`config.mk`:
```
export PLATFORM = sky130hd
export DESIGN_NAME = cache_cmd_fsm
export DESIGN_NICKNAME = d
export VERILOG_FILES = /design/src/hdl/cache_pkg.sv /design/src/hdl/cache_cmd_fsm.sv
export SDC_FILE = /design/constraint.sdc
export NUM_CORES = 1
export LEC_CHECK = 0
export BUFFER_PORTS_ARGS = -buffer_cell sky130_fd_sc_hd__buf_2
export CAP_MARGIN = 20
export CELL_PAD_IN_SITES_DETAIL_PLACEMENT = 0
export CELL_PAD_IN_SITES_GLOBAL_PLACEMENT = 2
export CORE_AREA = 2 2 39 41
export DETAILED_ROUTE_END_ITERATION = 10
export DIE_AREA = 0 0 41 43
export PLACE_DENSITY_LB_ADDON = 0.1
export SETUP_SLACK_MARGIN = 0.2
export SYNTH_ARGS = -nofsm -noshare
export SYNTH_HDL_FRONTEND = slang
export SYNTH_SLANG_ARGS = --single-unit
```
`constraint.sdc`:
```
create_clock -name clk -period 0.9 [get_ports clk]
set_input_delay 0.09 -clock clk [delete_from_list [all_inputs] [get_ports clk]]
set_output_delay 0.09 -clock clk [all_outputs]
set_load 0.005 [all_outputs]
```
`src/hdl/cache_pkg.sv`:
```
package cache_pkg;

  // ---------------------------------------------------------------------
  // Address fields
  // ---------------------------------------------------------------------
  typedef logic [31:0] addr_t;
  typedef logic [31:0] word_t;
  typedef logic [3:0]  byte_en_t;
  typedef logic [1:0]  way_t;

  localparam int num_ways = 4;

  // Set index, address bits 10..6
  localparam int set_bits = 5;
  typedef logic [set_bits-1:0] set_t;

  // Set plus word within the line, address bits 10..2
  localparam int word_index_bits = 9;
  typedef logic [word_index_bits-1:0] word_index_t;

  // Tag, address bits 31..11
  localparam int tag_bits = 21;
  typedef logic [tag_bits-1:0] tag_t;

  // Top nibble 4'hF is the IO region
  localparam addr_t io_base = 32'hF000_0000;
  localparam addr_t io_mask = 32'hF000_0000;

  // ---------------------------------------------------------------------
  // Bundles
  // ---------------------------------------------------------------------
  typedef struct packed {
    addr_t    address;
    byte_en_t byte_en;
    logic     read;
    logic     write;
    word_t    write_data;
  } cache_req_t;

  typedef struct packed {
    logic hit;
    way_t hit_way;
    logic has_free;
    way_t free_way;
  } lookup_t;

  typedef struct packed {
    logic     tag_we;
    logic     data_we;
    way_t     way;
    addr_t    address;
    word_t    data;
    byte_en_t byte_en;
  } fill_t;

  typedef enum logic [1:0] {
    cmd_nop          = 2'd0,
    cmd_refill_block = 2'd1,
    cmd_io_rw        = 2'd2
  } refill_cmd_e;

  function automatic set_t addr_set(addr_t a);
    return a[6 +: set_bits];
  endfunction

  function automatic word_index_t addr_word(addr_t a);
    return a[2 +: word_index_bits];
  endfunction

  function automatic tag_t addr_tag(addr_t a);
    return a[31 -: tag_bits];
  endfunction

endpackage

```
`src/hdl/cache_cmd_fsm.sv`:
```
`timescale 1ns/1ps

module cache_cmd_fsm (
  input  logic                   clk,
  input  logic                   rest,
  input  logic                   fault,
  input  logic                   io_addr,
  input  logic                   cmd_ready,
  output cache_pkg::refill_cmd_e cmd,
  output logic                   recovering
);
  import cache_pkg::*;

  typedef enum logic {
    st_idle,
    st_wait_done
  } state_e;

  state_e state;

  // ---------------------------------------------------------------------
  // Command issue and hold
  // ---------------------------------------------------------------------
  always_ff @(posedge clk or negedge rest) begin
    if (!rest) begin
      state      <= st_idle;
      cmd        <= cmd_nop;
      recovering <= 1'b0;
    end else begin
      recovering <= 1'b0;
      case (state)
        st_idle: begin
          if (fault) begin
            cmd   <= io_addr ? cmd_io_rw : cmd_refill_block;
            state <= st_wait_done;
          end
        end
        st_wait_done: begin
          // Refill engine owns the RAMs until its strobe
          if (cmd_ready) begin
            cmd        <= cmd_nop;
            state      <= st_idle;
            recovering <= 1'b1;
          end
        end
        default: begin
          cmd   <= cmd_nop;
          state <= st_idle;
        end
      endcase
    end
  end

endmodule

```
**Word-level counts from Yosys, hierarchy flattened**

Index checks and enable logic that the tools add are counted.

- Register bits after elaboration: 4
- Output and inout port bits: 3

- Equal/unequal tests: 2
- Muxes and demuxes: 9
- Bitwise gates (word level): 1
- Reduce and logical (&&, ||, !) cells: 1

Operators by type and width:

| operator | number |
|---|---|
| $mux W2 | 3 |
| $mux W1 | 4 |
| $ne A2 B2 Y1 const B | 2 |
| $pmux W2 S2 | 1 |
| $pmux W1 S2 | 1 |
| $reduce_and A2 Y1 | 1 |
| $not A1 Y1 | 1 |

**Logic depth before layout (Yosys ltp)**

- Depth after elaboration: 3
- Gate-level depth with buffers: 3

**Worst setup path before layout**

Ideal clock, no wire load.

- Path kind: register to register
- From: register state
- To: register state
- Setup time: 124 ps
- Arrival time: 644 ps
- Required time: 776 ps
- Setup slack: 132 ps
- Stages on the path, launching flop included: 3
- Clock period less this slack: 768 ps
- Path through: dfrtp_1 nor2b_4 o21bai_1

- Word-level cells in the longest chain between the ends: 2

RTL lines:

| item | RTL line | source |
|---|---|---|
| from (decl) | cache_cmd_fsm.sv:19 | `state_e state;` |
| from (signal assigned) | cache_cmd_fsm.sv:26 | `state <= st_idle;` |
| from (signal assigned) | cache_cmd_fsm.sv:35 | `state <= st_wait_done;` |
| from (signal assigned) | cache_cmd_fsm.sv:42 | `state <= st_idle;` |
| $not A1 Y1 | -- |  |
| $pmux W1 S2 (*) | cache_cmd_fsm.sv:31 | `case (state)` |

Every way passes the cells marked *; elsewhere a longest branch is shown, timed or not.
A chain may end at the register's enable or synchronous reset.

**Final worst setup path**

- From: register cmd[0]
- To: output cmd[0]

RTL lines:

| item | RTL line | source |
|---|---|---|
| from (decl) | cache_cmd_fsm.sv:9 | `output cache_pkg::refill_cmd_e cmd,` |
| from (signal assigned) | cache_cmd_fsm.sv:27 | `cmd <= cmd_nop;` |
| from (signal assigned) | cache_cmd_fsm.sv:34 | `cmd <= io_addr ? cmd_io_rw : cmd_refill_block;` |
| from (signal assigned) | cache_cmd_fsm.sv:41 | `cmd <= cmd_nop;` |

No word-level cell between the ends.

==> flow_summary.yaml <==
worst_setup_path:
  crit_type: "flip-flop to primary output"
  r2r_cells: 2
  cp.required_ps: 810
  cp_num_buf_inv: 1
  path_depth: 1
  r2r_end: "state$_DFF_PN0_"
  cp.arrival_ps: 750
  path_max_fanout: 3
  max_stage_delay_ps: 390
  r2r_start: "state$_DFF_PN0_"
  regToRegSetupSlack_ps: 90
  critPathTopFamily: "flip-flops"
  crit_chain: "buf_2"
  cp-end-kind: "primary output"
  critPathSlowestCell: "dfrtp_1"
  start_kind: "flip-flop"
route:
  wl_per_cell_um: 8.465
  postRouteAntennaNets: 0
  drt_wl_total_um: 364
  viasPerCell: 3.442
  vias: 148
  drt_iter0_drc: 2
  drc: 0
  drtPass1Iterations: 2
clock_tree:
  cts_tree: "built"
  cts-root-buf: "clkbuf_4"
  clock_path_buffers: 2
  cts_sinks: 4
  path_clk_slew_ps: 40
  htreeDepth: 1
  cts_buffers: 3
  clock_latency_ps: 230
sta:
  tightest_slew_ps: 142.6
  relSlewSlack_pct: 90.22
  worst_slack_ps: 62.21
  setup_tns_ps: 0
  period_minus_slack_ps: 837.8
  rsz0062_at_grt: "yes"
  finalHoldViolCount: 0
  clock.fmax_mhz: 1194
  finalClockSkew_ps: 0.7641
  setup_violations: 0
  min_period_over_period_pct: 93.09
  slew_viol_final: 0
global_route:
  grt_pass1_wl_um: 696
  grt_use_total_pct: 6.754
  antenna_found_initial: 0
  grt_max_degree: 5
  globalRouteOverflowTotal: 0
  grt_pass1_vias: 168
power_and_ir_drop:
  swShare_pct: 22.87
  power_w: 0.0005341
  vdd_drop_max_mv: 0.3930
  power.internal_w: 0.0004120
  switchingPower_w: 0.0001221
  power.leakage_nw: 0.1367
  p_per_area_mw_per_mm2: 1995
  comb_power_share_pct: 17.3
  p_clk_share_pct: 40.4
  seq_power_share_pct: 42.3
yosys:
  ys_seq_elements: 4
  yosys_warnings: 0
  synth-main-ff-cell: "dfrtp_1"
  synth-edff-count: 0
  synth_most_common_cell: "dfrtp_1"
  syn_inst: 15
  syn_avg_cell_area_um2: 11.43
  synthArstFlopShare_pct: 100.0
  synth_nets: 20
  synth_top_area_share_pct: 58.39
  synth_area_um2: 171.4
  synthDistinctLibCells: 11
  synth_area_leaders: "dfrtp_1 58%, nor2b_4 8.0%, mux2i_1 5.8%"
  yosysTopAreaCell: "dfrtp_1"
  seq_area_frac_synth_pct: 58.39
  synth.top_cells.by_count: "4 x dfrtp_1, 2 x nand2_1"
cells_and_area:
  drive_above_1_share_pct: 48.15
  nets: 34
  nFillCells: 165
  fin_cells: 43
  area_growth_pct: 56.20
  finalInstanceArea_um2: 267.8
  antenna_cells: 0
hold_path:
  min_from: "cmd_ready"
  hold_path.class: "primary input to flip-flop"
  min_to: "recovering$_DFF_PN0_"
  hold-path-cell-count: 2
floorplanning:
  die_x_um: 41
  initial_core_util_pct: 12.39
  core_area_mm2: 0.001384
  fp.dieArea_mm2: 0.001763
  die_h_um: 43
  ios: 8
  rows: 14
flow_run:
  maxCapViolCount: 0
outcome:
  outcome: "finished, final reports clean"
placement:
  place_inst: 38
  port-buffer-count: 7
  dp_slack_ps: 94.44
  gp_congestion: 0.6408
  dpl_cell_area_um2: 226.5
placed cells by master (no fill, tap or decap):
cell type	n
a21oi_1	1
and2_4	1
buf_2	7
buf_4	1
clkbuf_4	3
dfrtp_1	4
dlygate4sd3_1	1
inv_1	1
mux2i_1	1
nand2_1	2
nor2b_1	1
nor2b_4	1
o21ai_1	2
o21bai_1	1
through the flow:
stage,util [%],hold slack [ps]
after floorplan,-,-205.6
after global placement,16.37,-93.37
after detailed placement,16.37,-99.75
after CTS,19.26,124.3
after global routing,19.35,119.7
final,19.35,134.5
worst max path at each step:
stage / from / endpoint
2_1_floorplan: state$_DFF_PN0_ / state$_DFF_PN0_
3_3_place_gp: state$_DFF_PN0_ / cmd[1]$_DFFE_PN0P_
3_5_place_dp: state$_DFF_PN0_ / state$_DFF_PN0_
4_1_cts: cmd[1]$_DFFE_PN0P_ / cmd[1]
5_1_grt: cmd[1]$_DFFE_PN0P_ / cmd[1]
6_report: cmd[0]$_DFFE_PN0P_ / cmd[0]
area by class of cell:
class	instances	area, µm²	area share, %
tap	16	20.02	7.477
timing repair buffer	9	52.55	19.63
sequential	4	100.1	37.38
multi-input combinational	10	68.82	25.70
inverter	1	3.754	1.402
clock buffer	3	22.52	8.411
flip-flops by register name, indices dropped and copies added (netlist names):
name        flops
cmd             2
recovering      1
state           1
per-layer routing:
layer	share of wire [%]	global-route usage, %
met1	35	6.515
met4	0	6.000
met2	58	8.125
met5	0	0
met3	6.6	6.283
cells by family (layout without fill, tap and decap cells):
kind of cell	Yosys count	after routing	share of synthesized area, %
AO/OA/AOI/OAI	4	4	13.13
flip-flops	4	4	58.40
multiplexers	1	1	5.840
AND/OR/NAND/NOR	5	5	20.44
buffers and inverters	1	13	2.188
power groups by stage:
stage	Combinational, W	Clock, W	Sequential, W
finish	0.0000922	0.000216	0.000226
global route	0.000103	0.000250	0.000231
CTS	0.0000912	0.000230	0.000227
detailed placement	0.0000762	0	0.000230
global placement	0.0000792	0	0.000232
floorplan	0.0000353	0	0.000227
repair_timing:
item	CTS	global route
gates resized for setup	1	1
gates cloned	0	0
setup buffers	1	0
setup endpoints to repair	7	7
endpoints found under the hold margin	4	0
hold buffers	1	0
Note: power is estimated with default switching activity, not from simulation.
