### src/hdl/cache_pkg.sv
package cache_pkg;

  // ---------------------------------------------------------------------
  // Address fields
  // ---------------------------------------------------------------------
  typedef logic [31:0] addr_t;
  typedef logic [31:0] word_t;
  typedef logic [3:0]  byte_en_t;
  typedef logic [1:0]  way_t;

  localparam int num_ways = 4;

  // Set index, address bits 10..6
  localparam int set_bits = 5;
  typedef logic [set_bits-1:0] set_t;

  // Set plus word within the line, address bits 10..2
  localparam int word_index_bits = 9;
  typedef logic [word_index_bits-1:0] word_index_t;

  // Tag, address bits 31..11
  localparam int tag_bits = 21;
  typedef logic [tag_bits-1:0] tag_t;

  // Top nibble 4'hF is the IO region
  localparam addr_t io_base = 32'hF000_0000;
  localparam addr_t io_mask = 32'hF000_0000;

  // ---------------------------------------------------------------------
  // Bundles
  // ---------------------------------------------------------------------
  typedef struct packed {
    addr_t    address;
    byte_en_t byte_en;
    logic     read;
    logic     write;
    word_t    write_data;
  } cache_req_t;

  typedef struct packed {
    logic hit;
    way_t hit_way;
    logic has_free;
    way_t free_way;
  } lookup_t;

  typedef struct packed {
    logic     tag_we;
    logic     data_we;
    way_t     way;
    addr_t    address;
    word_t    data;
    byte_en_t byte_en;
  } fill_t;

  typedef enum logic [1:0] {
    cmd_nop          = 2'd0,
    cmd_refill_block = 2'd1,
    cmd_io_rw        = 2'd2
  } refill_cmd_e;

  function automatic set_t addr_set(addr_t a);
    return a[6 +: set_bits];
  endfunction

  function automatic word_index_t addr_word(addr_t a);
    return a[2 +: word_index_bits];
  endfunction

  function automatic tag_t addr_tag(addr_t a);
    return a[31 -: tag_bits];
  endfunction

endpackage

### src/hdl/cache_tag_ram.sv
`timescale 1ns/1ps

module cache_tag_ram (
  input  logic              clk,
  input  logic              rest,
  input  cache_pkg::set_t    read_set,
  input  cache_pkg::tag_t    compare_tag,
  input  cache_pkg::fill_t   fill,
  input  logic              fill_en,
  output cache_pkg::lookup_t lookup
);
  import cache_pkg::*;

  tag_t                tags  [num_ways][2**set_bits];
  logic [num_ways-1:0] valid [2**set_bits];

  tag_t                rd_tags [num_ways];
  logic [num_ways-1:0] rd_valid;

  // ---------------------------------------------------------------------
  // Tag storage
  // ---------------------------------------------------------------------
  always_ff @(posedge clk) begin
    if (fill_en && fill.tag_we) begin
      tags[fill.way][addr_set(fill.address)] <= addr_tag(fill.address);
    end
    for (int w = 0; w < num_ways; w++) begin
      rd_tags[w] <= tags[w][read_set];
    end
  end

  // Valid bits clear on reset
  always_ff @(posedge clk or negedge rest) begin
    if (!rest) begin
      for (int s = 0; s < 2**set_bits; s++) begin
        valid[s] <= '0;
      end
      rd_valid <= '0;
    end else begin
      if (fill_en && fill.tag_we) begin
        valid[addr_set(fill.address)][fill.way] <= 1'b1;
      end
      rd_valid <= valid[read_set];
    end
  end

  // ---------------------------------------------------------------------
  // Compare against the held tag
  // ---------------------------------------------------------------------
  always_comb begin
    lookup = '0;
    // Walk downwards so the lowest way wins
    for (int w = num_ways - 1; w >= 0; w--) begin
      if (rd_valid[w] && rd_tags[w] == compare_tag) begin
        lookup.hit     = 1'b1;
        lookup.hit_way = way_t'(w);
      end
      if (!rd_valid[w]) begin
        lookup.has_free = 1'b1;
        lookup.free_way = way_t'(w);
      end
    end
  end

endmodule

### config.mk
export PLATFORM = sky130hd
export DESIGN_NAME = cache_tag_ram
export DESIGN_NICKNAME = d
export VERILOG_FILES = /design/src/hdl/cache_pkg.sv /design/src/hdl/cache_tag_ram.sv
export SDC_FILE = /design/constraint.sdc
export NUM_CORES = 2
export LEC_CHECK = 0
export CELL_PAD_IN_SITES_DETAIL_PLACEMENT = 0
export CELL_PAD_IN_SITES_GLOBAL_PLACEMENT = 2
export CORE_UTILIZATION = 51
export CTS_CLUSTER_DIAMETER = 200
export DETAILED_ROUTE_END_ITERATION = 10
export DONT_BUFFER_PORTS = 1
export PLACE_DENSITY = 0.85
export SLEW_MARGIN = 20
export SYNTH_ARGS = -nofsm -noshare
export SYNTH_HDL_FRONTEND = slang
export SYNTH_SLANG_ARGS = --single-unit
export TNS_END_PERCENT = 50
### constraint.sdc
create_clock -name clk -period 1.55 [get_ports clk]
set_input_delay 0.2325 -clock clk [delete_from_list [all_inputs] [get_ports clk]]
set_output_delay 0.2325 -clock clk [all_outputs]
set_load 0.01 [all_outputs]
* Yosys cells after proc, flatten, opt, wreduce, memory -nomap -nowiden *
Memory sizes are Yosys's and may differ from the RTL's.
Index checks and enable logic that the tools add are counted.

storage, ports and cells
  register bits = 132
  bits in writable memories = 2772
  bits of input ports = 101
  output and inout port bits = 6
  memories = 2

memories
  name     depth  width  read ports  clocked after memory_dff  write ports  line                 text
  tags     4      672    4           0                         1            cache_tag_ram.sv:14  tag_t tags [num_ways][2**set_bits];
  rd_tags  4      21     4           0                         4            cache_tag_ram.sv:17  tag_t rd_tags [num_ways];

operators by class
  magnitude comparators = 5
  equality and inequality tests = 4
  muxes and demuxes = 31
  bitwise logic cells = 3
  reduce and logical (&&, ||, !) cells = 7

operators with widths
  kind                                                                                 number
  672-bit two-way mux                                                                  1
  21-bit binary-select mux with 5-bit select                                           4
  21-bit two-way mux                                                                   9
  128-bit bitwise OR                                                                   1
  21-bit demux with 5-bit select                                                       1
  21-bit equality test                                                                 4
  3-bit two-way mux                                                                    8
  4-bit binary-select mux with 5-bit select                                            1
  4-bit demux with 5-bit select                                                        1
  6-bit greater-or-equal comparator, second input constant                             2
  4-bit two-way mux                                                                    3
  5-bit NOT with 6-bit output                                                          2
  1-bit logical AND                                                                    7
  6-bit by 1-bit < comparator with 1-bit output, second input constant                 1
  2-bit by 3-bit < comparator with 1-bit output, second input constant                 1
  1-bit demux with 2-bit select                                                        1
  2-bit by 1-bit greater-or-equal comparator with 1-bit output, second input constant  1
  1-bit two-way mux                                                                    2

* Logic depth before layout (Yosys ltp) *
  depth after elaboration = 7
  gate-level depth with buffers = 7
  depth with buffers taken out = 5

* Worst setup path before layout *
Ideal clock, no wire load.

  path kind = input to register
  start point = input fill[42] (netlist name)
  end point = memory tags[0][378] (netlist name) (enable)
  setup time = 400 ps
  arrival time = 1932 ps
  slack = -782 ps
  stages on the path = 4
  buffers on the path = 0
  path through = inv_1 nor3_1 nand2_1 nor2_1

on the way
  longest elaborated chain between the ends = 6

ends and longest elaborated chain
  what                                                                                                                      line                 text
  from (decl)                                                                                                               cache_tag_ram.sv:8   input cache_pkg::fill_t fill,
  5-bit NOT with 6-bit output (not written as such) (*)                                                                     cache_tag_ram.sv:25  tags[fill.way][addr_set(fill.address)] <= addr_tag(fill.address);
  6-bit greater-or-equal comparator (not written as such) or 6-bit by 1-bit < comparator with 1-bit output (tied branches)  cache_tag_ram.sv:25
  1-bit logical AND (not written as such)                                                                                   cache_tag_ram.sv:25
  21-bit two-way mux (not written as such)                                                                                  cache_tag_ram.sv:25
  21-bit demux with 5-bit select (*)                                                                                        cache_tag_ram.sv:25
  672-bit two-way mux (not written as such) (*)                                                                             cache_tag_ram.sv:25
  to (decl)                                                                                                                 cache_tag_ram.sv:14

Mark *: on every way between the ends. The rest lies on a longest branch, timed or not.

==> impl_metrics.csv <==
group,metric,value,unit
detailed_routing,post_drt_wl_per_cell,34.7,µm
worst_setup_path,crit_path_start_kind,"register",
synth,synth.top_cells.by_area,"edfxtp_1 (74%), mux4_2 (14%), dfrtp_1 (3.0%)",
detailed_routing,finalWirelength,293000,µm
flow_run,timing.max_cap.violations,0,
sta,max_freq,0.337,GHz
status,status,"finished with violations",
synth,netlist_instances,4839,
pwr,total_leakage_power,42.7,nW
placed_design,io_buffers,0,
detailed_routing,drt-initial-drc-count,7292,
final_layout,area_growth,19.1,%
global_route,grt_overflow_total,0,
global_route,antenna_found_initial,10,
final_layout,layout.nets,5477,
synth,synth.ff_latch_count,2904,
worst_setup_path,critical_path_capture_point_type,"output pin",
final_layout,ratio_of_cells_with_drive_above_1_in_the_final_layout,36.9,%
sta,hold-worst-slack,-1000,ps
clocking,cts.root.buffer_cell,"clkbuf_16",
synth,number_of_different_library_cells_in_the_post_synthesis_netlist,34,
pwr,power,165,mW
die,std_cell_rows,169,
sta,unrepaired_setup_endpoints_after_global_routing,"true",
sta,timing_max_transition_violations_final,0,
synth,yosys_warnings,0,
worst_setup_path,arrival,2740,ps
worst_setup_path,worstPathMaxFanout,2,
clocking,tritoncts.num_buffers,299,
sta,finalWorstSetupSlack,-1420,ps
synth,synth_ff_type,"edfxtp_1",
die,io-pin-count,107,
placed_design,dp_cells,7807,
sta,final-hold-violation-count,2211,
die,floorplan.die.width,466,µm
status,violations,"negative hold slack, negative setup slack",
placed_design,gpl.final_weighted_congestion,0.828,
synth,synthesis.nets,4940,
detailed_routing,drt.antenna.violating_nets,0,
synth,synth-seq-area-share,78.1,%
final_layout,fillCellCount,14000,
final_layout,stdcell_count,8435,
sta,final-setup-viol-count,31,
placed_design,dpl.hpwl,148000,µm
pwr,vdd_drop_max,1.31,mV
clocking,cts_tree,"built",
global_route,wire_length_of_the_first_global_routing_pass,397000,µm
hold_path,holdCritPathClass,"primary input to asynchronous set/reset pin",
synth,syn-cell-area,110000,µm²
die,initial_core_util,51.6,%
synth,share_of_async_settable_or_async_resettable_flops_after_synthesis,4.55,%
sta,period_share,192,%
clocking,clk_transition_reported_paths,60,ps
pwr,power_per_cell_area,1260,nW/µm²
clocking,worstSkewPairLatency,940,ps
sta,final.setup_skew,63.7,ps
synth,postSynthAreaPerCell,22.7,µm²
sta,slew-limit-headroom,29.2,%
global_route,grtUsageTotal,25.8,%
worst_setup_path,data_required_time_at_the_worst_endpoint,1320,ps
die,die_h,466,µm
synth,synth_top_area_share,73.5,%
sta,period_needed,2970,ps
synth,synth_enable_flop_cells,2688,
die,floorplan.die_area,217000,µm²
sta,worst_pin_slew,1060,ps
clocking,clockBufferDepth,4,
detailed_routing,drt_drc_violations_left,0,
final_layout,fraction_of_the_core_area_covered_by_cells_at_the_end_of_the_flow,61.4,%
global_route,grt_pass1_vias,53600,
detailed_routing,routed_via_density,6.52,
placed_design,dpl_worst_slack,-1250,ps
clocking,cts.htree.levels,5,
worst_setup_path,worstSetupPathType,"register to output pin",
clocking,clock_sink_count,2904,
detailed_routing,via_count,55000,
global_route,grt_max_degree,705,
die,core_region_area,213000,µm²
synth,post-synth-top-area-cell,"edfxtp_1",
detailed_routing,drt_pass1_iterations,5,
timing repair:
item	in CTS	in global routing
pin swaps	30	40
endpoints found under the setup margin	55	122
hold buffers	17	2
hold endpoints to repair	3592	2260
gates cloned	0	30
gates resized for setup	146	80
setup buffers	3	29
critical path, cell delays in order (launching register included):
cell      delay, ps
dfxtp_4         370
xnor2_4         200
nand4_1         160
nor4_4          430
buf_4           190
o211ai_1        120
a22oi_1         170
buf_4           180
where the power goes:
group          switching (mW)  leakage (nW)  internal [mW]  total (mW)
Sequential              0.410          26.7           86.3        86.7
Clock                    29.0          4.64           41.1        70.1
Combinational            4.14          11.4           3.86        8.00
Total                    33.6          42.7            131         165
flip-flops by register name (all words and copies together) (netlist names):
name      flops
rd_tags      84
rd_valid      4
valid       128
tags       2688
worst paths after layout:
| check | slack, ps | endpoint | from | cells after the start |
|---|---|---|---|---|
| worst max-delay path | -1420 | lookup[3] | rd_tags[3][15] | 7 |
| worst min-delay path | -1000 | valid[80] | rest | 0 |
| worst max register to register | -100 | rd_tags[0][9] | tags[0][93] | 3 |
| worst min register to register | 460 | valid[68] | valid[68] | 1 |
| max in group asynchronous | 2130 | valid[118] | rest | 0 |
| min in group clk | -580 | tags[1][486] | fill[50] | 0 |
routing by layer:
layer	vias up	routed length [µm]	global-route usage, %	part of all wire (%)
li1	21500	-	-	-
met1	29600	109000	35.8	37
met2	3365	143000	41.5	49
met3	520	28700	4.88	9.8
met4	0	10900	8.86	3.7
met5	-	0	0	0
cells in the final DEF, fill, tap and decap left out, drive strengths merged, types with 4 or more instances in the layout:
cell type	instances
edfxtp	2688
mux4	704
buf	461
clkbuf	432
mux2i	176
nor2	133
dfrtp	132
or2	129
a22oi	90
a21oi	89
clkinv	89
a22o	88
a221oi	88
dfxtp	84
xnor2	53
nand2	38
xor2	30
bufinv	22
nand4	14
diode	11
nor4	11
dlygate4sd3	10
inv	8
nor2b	7
nand2b	4
logic make-up after synthesis:
group                     count (synthesis)  share of synthesized area (%)
muxes                                   880                           16.0
DFF                                    2904                           78.1
buffers and inverters                   260                           1.15
AOI/OAI and AO/OA                       359                           2.45
and+or+nand+nor                         353                           1.62
xor gates and xnor gates                 83                          0.662
synth_stat cells (2+ instances only):
| cell | number |
|---|---|
| dfxtp_1 | 84 |
| nor3_1 | 3 |
| nand3_1 | 3 |
| mux4_2 | 704 |
| a22oi_1 | 90 |
| and2_1 | 3 |
| a21oi_1 | 89 |
| edfxtp_1 | 2688 |
| and3b_1 | 2 |
| a22o_1 | 88 |
| buf_2 | 81 |
| xnor2_1 | 53 |
| dfrtp_1 | 132 |
| nor2_1 | 133 |
| clkbuf_1 | 102 |
| buf_4 | 34 |
| nand2b_1 | 4 |
| nor2b_1 | 7 |
| nand2_1 | 38 |
| buf_6 | 8 |
| nand4_1 | 14 |
| inv_1 | 2 |
| nor4_1 | 11 |
| nor3b_1 | 3 |
| a221oi_1 | 88 |
| and3_1 | 3 |
| or2_2 | 129 |
| buf_1 | 33 |
| xor2_1 | 30 |
| mux2i_1 | 176 |
through the flow:
stage          hold WS [ps]  instance area [µm²]  setup TNS [ps]
6_report              -1000               131000           -6740
5_1_grt               -1050               131000           -7890
4_1_cts               -1060               129000           -6570
3_5_place_dp          -57.3               119000         -387520
3_3_place_gp          -56.4               119000         -333320
2_1_floorplan         -63.1               111000         -334960
final cells by class:
class	count	area, µm²	share of cell area [%]
antenna	11	27.5	0.0210
sequential	2904	85700	65.6
multi-input combinational	1675	25000	19.1
inverter	2	7.51	0.00574
tap	2821	3530	2.70
clock buffer	410	8300	6.34
clock inverter	118	1150	0.881
timing repair buffer	494	7030	5.38
Note: power is estimated with default switching activity, not from simulation.
